$ cat src/hw/fetch_cfg.svh
`ifndef FETCH_CFG_SVH
`define FETCH_CFG_SVH

// fetch address width in bits
`define FETCH_ADDR_W 32

// log2 of the cache line size in bytes
// 16-byte lines hold four instruction words
`define LG_LINE_BYTES 4

// log2 of the number of direct-mapped sets
`define LG_NUM_SETS 6

// log2 of the fetch queue depth
`define LG_FQ_ENTRIES 3

// log2 of the pattern table size
`define LG_PHT_ENTRIES 10

`endif

$ cat src/hw/fetch_pkg.sv
`include "fetch_cfg.svh"

package fetch_pkg;

   typedef logic [`FETCH_ADDR_W-1:0] addr_t;
   typedef logic [31:0] word_t;
   typedef logic [(8 << `LG_LINE_BYTES)-1:0] line_t;

   // 2-bit saturating counter, taken when the top bit is set
   typedef logic [1:0] pht_ctr_t;

   // control-flow class stored next to each cached word
   typedef enum logic [3:0]
   {
      pd_none   = 4'd0,
      pd_cond   = 4'd1,
      pd_likely = 4'd2,
      pd_jump   = 4'd3,
      pd_call   = 4'd5,
      pd_always = 4'd8
   } pd_class_t;

   typedef enum logic [2:0]
   {
      st_init,
      st_idle,
      st_active,
      st_wait_refill,
      st_refill_turn,
      st_wait_not_full
   } fetch_state_t;

   // memory words arrive big-endian
   function automatic word_t byte_swap(word_t w);
      return {w[7:0], w[15:8], w[23:16], w[31:24]};
   endfunction

endpackage

$ cat src/hw/fetch_queue.sv
`timescale 1ns/1ps

module fetch_queue import fetch_pkg::*;
#(
   parameter int LG_ENTRIES = 3
)
(
   input  logic  clk,
   input  logic  reset,
   input  logic  clear,
   input  logic  push,
   input  addr_t push_pc,
   input  word_t push_data,
   input  logic  push_pred,
   input  addr_t push_pred_target,
   output logic  full,
   input  logic  insn_ack,
   output logic  insn_valid,
   output addr_t insn_pc,
   output word_t insn_data,
   output logic  insn_pred,
   output addr_t insn_pred_target
);

   localparam int ENTRIES = 1 << LG_ENTRIES;

   addr_t r_pc     [0:ENTRIES-1];
   word_t r_data   [0:ENTRIES-1];
   logic  r_pred   [0:ENTRIES-1];
   addr_t r_target [0:ENTRIES-1];

   // extra top bit tells a full ring from an empty one
   logic [LG_ENTRIES:0] r_head, r_tail;
   logic                t_write, t_pop;

   assign insn_valid = (r_head != r_tail);
   assign full = (r_head[LG_ENTRIES] != r_tail[LG_ENTRIES]) &&
                 (r_head[LG_ENTRIES-1:0] == r_tail[LG_ENTRIES-1:0]);
   assign t_write = push && !full;
   assign t_pop = insn_ack && insn_valid;

   assign insn_pc = r_pc[r_head[LG_ENTRIES-1:0]];
   assign insn_data = r_data[r_head[LG_ENTRIES-1:0]];
   assign insn_pred = r_pred[r_head[LG_ENTRIES-1:0]];
   assign insn_pred_target = r_target[r_head[LG_ENTRIES-1:0]];

   always_ff @(posedge clk)
   begin
      if (reset || clear)
      begin
         r_head <= '0;
         r_tail <= '0;
      end
      else
      begin
         r_head <= r_head + t_pop;
         r_tail <= r_tail + t_write;
      end
   end

   always_ff @(posedge clk)
   begin
      if (t_write)
      begin
         r_pc[r_tail[LG_ENTRIES-1:0]] <= push_pc;
         r_data[r_tail[LG_ENTRIES-1:0]] <= push_data;
         r_pred[r_tail[LG_ENTRIES-1:0]] <= push_pred;
         r_target[r_tail[LG_ENTRIES-1:0]] <= push_pred_target;
      end
   end

endmodule

$ cat config.mk
export PLATFORM = sky130hd
export DESIGN_NAME = fetch_queue
export DESIGN_NICKNAME = d
export VERILOG_FILES = /design/src/hw/fetch_pkg.sv /design/src/hw/fetch_queue.sv
export VERILOG_INCLUDE_DIRS = /design/src /design/src/hw
export SDC_FILE = /design/constraint.sdc
export NUM_CORES = 1
export LEC_CHECK = 0
export BUFFER_PORTS_ARGS = -buffer_cell sky130_fd_sc_hd__clkbuf_2
export CORE_UTILIZATION = 25
export CTS_CLUSTER_SIZE = 28
export DETAILED_ROUTE_END_ITERATION = 16
export RECOVER_POWER = 25
export SLEW_MARGIN = 20
export SYNTH_ARGS = -nofsm -noshare
export SYNTH_HDL_FRONTEND = slang
export SYNTH_SLANG_ARGS = --single-unit
$ cat constraint.sdc
create_clock -name clk -period 12.6 [get_ports clk]
set_input_delay 2.52 -clock clk [delete_from_list [all_inputs] [get_ports clk]]
set_output_delay 2.52 -clock clk [all_outputs]
set_load 0.02 [all_outputs]
==> impl_metrics.py <==
metrics = {
    "cells_and_area": {
        "drive_above_1_share": 0.3875,
        "multi_input_area_mm2": 0.005799,
        "seq_area_mm2": 0.02347,
        "area_delta_synth_final_pct": 18.15,
        "fillerInstances": 11240,
        "fin_nets": 1527,
        "postLayoutCoreUtil": 0.2996,
    },
    "clock_tree": {
        "tritoncts": "yes",
        "cts_sinks": 784,
        "numCtsBuffers": 85,
        "post_cts_buffers": 0,
        "cts.path.max_buffers": 3,
        "clk_latency_ns": 0.65,
        "cts_hold_buf": 0,
        "htreeDepth": 3,
        "cts-root-buf": "clkbuf_16",
        "postCtsResizedCells": 0,
        "path_clk_slew_ns": 0.06,
    },
    "worst_setup_path": {
        "critical_path_required_ns": 10.08,
        "crit_family": "buffers and inverters",
        "start_kind": "flop",
        "crit_type": "flop to primary output",
        "critical_path_arrival_ns": 3.93,
        "ff2ff_setup_slack_ns": 9.47,
        "worstSetupEndpointType": "primary output",
        "critPathBufInv": 3,
        "crit_chain": "buf_12, buf_4, mux4_2, mux2_2, clkbuf_2",
        "cp_max_fo": 107,
        "cpPeakStageDelay_ns": 0.84,
        "critPathSlowestCell": "buf_4",
    },
    "drt": {
        "wire_per_inst_um": 21.04,
        "wl_mm": 63.32,
        "vias": 12930,
        "first_pass_iters": 5,
        "vias_per_cell": 4.294,
        "dr.first_iter.drc_count": 919,
        "ant_nets": 0,
        "drc_errors": 0,
    },
    "grt": {
        "first_global_vias": 14390,
        "grt.total_usage": 0.1058,
        "grt_pass1_wl_mm": 93.54,
        "grt-ovfl-total": 0,
        "grt_max_degree": 108,
        "antenna_found_initial": 6,
    },
    "yosys": {
        "yosysWarnings": 0,
        "synth_top_area_frac": 0.7877,
        "yosys_register_bits": 784,
        "synth.net_count": 1279,
        "yosysSeqAreaShare": 0.7931,
        "synth_top_area_cell": "edfxtp_1",
        "yosysUniqueCellTypes": 23,
        "synth_area_mm2": 0.02958,
        "avgSynthCellArea_um2": 25.22,
        "synth_area_leaders": "edfxtp_1, mux4_2, mux2_2",
        "synth_cells": 1173,
    },
    "die": {
        "die_area_mm2": 0.1197,
        "die_w_um": 346.0,
        "start_util": 0.2535,
        "core_mm2": 0.1167,
        "placementRows": 125,
        "io_pins": 201,
        "die_h_um": 346.0,
    },
    "timing": {
        "tightest_slew_ns": 1.067,
        "final_hold_viol_count": 0,
        "rsz0062_at_grt": "no",
        "final.period_utilization": 0.5116,
        "max_freq_mhz": 155.1,
        "fin_ws_ns": 6.154,
        "min_period_ns": 6.446,
        "final-setup-viol-count": 0,
        "maxSlewViolCount": 0,
        "clock_skew_ns": 0.02042,
        "relSlewSlack": 0.2890,
    },
    "status": {
        "status": "complete, no violations",
    },
    "worst_hold_path": {
        "holdCritPathClass": "flop to flop",
    },
    "placed_design": {
        "port_buffers": 200,
        "hpwl_mm": 31.63,
        "preCtsSetupSlack_ns": 6.713,
        "gp_congestion": 0.6422,
    },
    "power": {
        "leakage_nw": 10.58,
        "p_per_area_mw_per_mm2": 155.6,
        "ir_worst_vdd_mv": 0.09848,
    },
    "flow_run": {
        "maxCapViolCount": 0,
    },
}
==> synth_stat cells <==
cell and count:
nor2b_1 1, nor3b_1 1, buf_6 17, buf_1 3, nor4b_1 3, ha_1 4
and4b_1 1, xor2_1 2, nor2_1 1, nand2b_1 1, mux2_2 97, buf_2 21
dfxtp_1 8, xnor2_1 6, nor3_1 6, mux4_2 194, nand3_1 3, clkbuf_1 18
nand4_1 1, nand2_1 2, and2_1 5, nor4_1 2, edfxtp_1 776
==> cell families after synthesis <==
logic type | after synthesis | synth area share
DFF | 784 | 0.7931
buffers and inverters | 59 | 0.01269
and+or+nand+nor | 27 | 0.005499
xor gates and xnor gates | 8 | 0.002369
adders and majority gates | 4 | 0.001692
muxes | 291 | 0.1846
==> final timing paths <==
check,end,start,depth (start not counted)
max,insn_pred_target[13],r_head[0],5
min,r_head[2],r_head[2],2
max reg2reg,r_target[5][5],r_head[1],5
min reg2reg,r_head[2],r_head[2],2
==> metrics by stage <==
stage          area [um^2]  hold WS [ns]  cells  power, mW  TNS, ns
2_1_floorplan        29590        0.5383   1173      3.083  -148.45
3_3_place_gp         32420        0.5455   2858      3.160        0
3_5_place_dp         32420        0.5475   2858      3.168        0
4_1_cts              35020        0.5566   3008      5.528        0
5_1_grt              34950        0.5842   3009      5.632        0
6_report             34950        0.5578   3010      5.439        0
==> where the power goes <==
group | switching, mW | internal (mW) | leakage (nW)
Clock | 1.00 | 1.33 | 1.25
Combinational | 0.120 | 0.0763 | 2.21
Sequential | 0.00795 | 2.90 | 7.12
Total | 1.13 | 4.31 | 10.6
==> sequential cells by signal (all words and copies together), names as in the netlist <==
register / cells
r_data: 256
r_head: 4
r_pc: 256
r_pred: 8
r_tail: 4
r_target: 256
==> tightest hold or removal path: cells and delay by family (launching register included) <==
kind	cells	cell delay, ns
and+or+nand+nor	1	0.04
DFF	1	0.37
xor gates and xnor gates	1	0.12
==> cell usage in the layout, fill, tap and decap left out, drive strengths merged, types with 3 or more instances in the layout <==
| cell | count |
|---|---|
| and2 | 5 |
| buf | 20 |
| bufinv | 4 |
| clkbuf | 307 |
| clkinv | 29 |
| clkinvlp | 5 |
| dfxtp | 8 |
| edfxtp | 776 |
| ha | 4 |
| inv | 5 |
| mux2 | 97 |
| mux4 | 194 |
| nand3 | 3 |
| nor3 | 6 |
| nor4b | 3 |
| xnor2 | 6 |
==> layer usage <==
metal / track usage / vias up / routed length, um
li1: - / 5549 / -
met1: 0.1361 / 6964 / 27440
met2: 0.1732 / 320 / 31000
met3: 0.02643 / 87 / 3513
met4: 0.03710 / 6 / 1326
met5: 0 / - / 38
==> cell type report <==
type                       instances  area share
multi-input combinational        330      0.1659
clock inverter                    43     0.01124
timing repair buffer             220     0.03333
tap                             1524     0.05456
antenna                            2   0.0001432
sequential                       784      0.6716
clock buffer                     107     0.06322
Note: power is estimated with default switching activity, not from simulation.
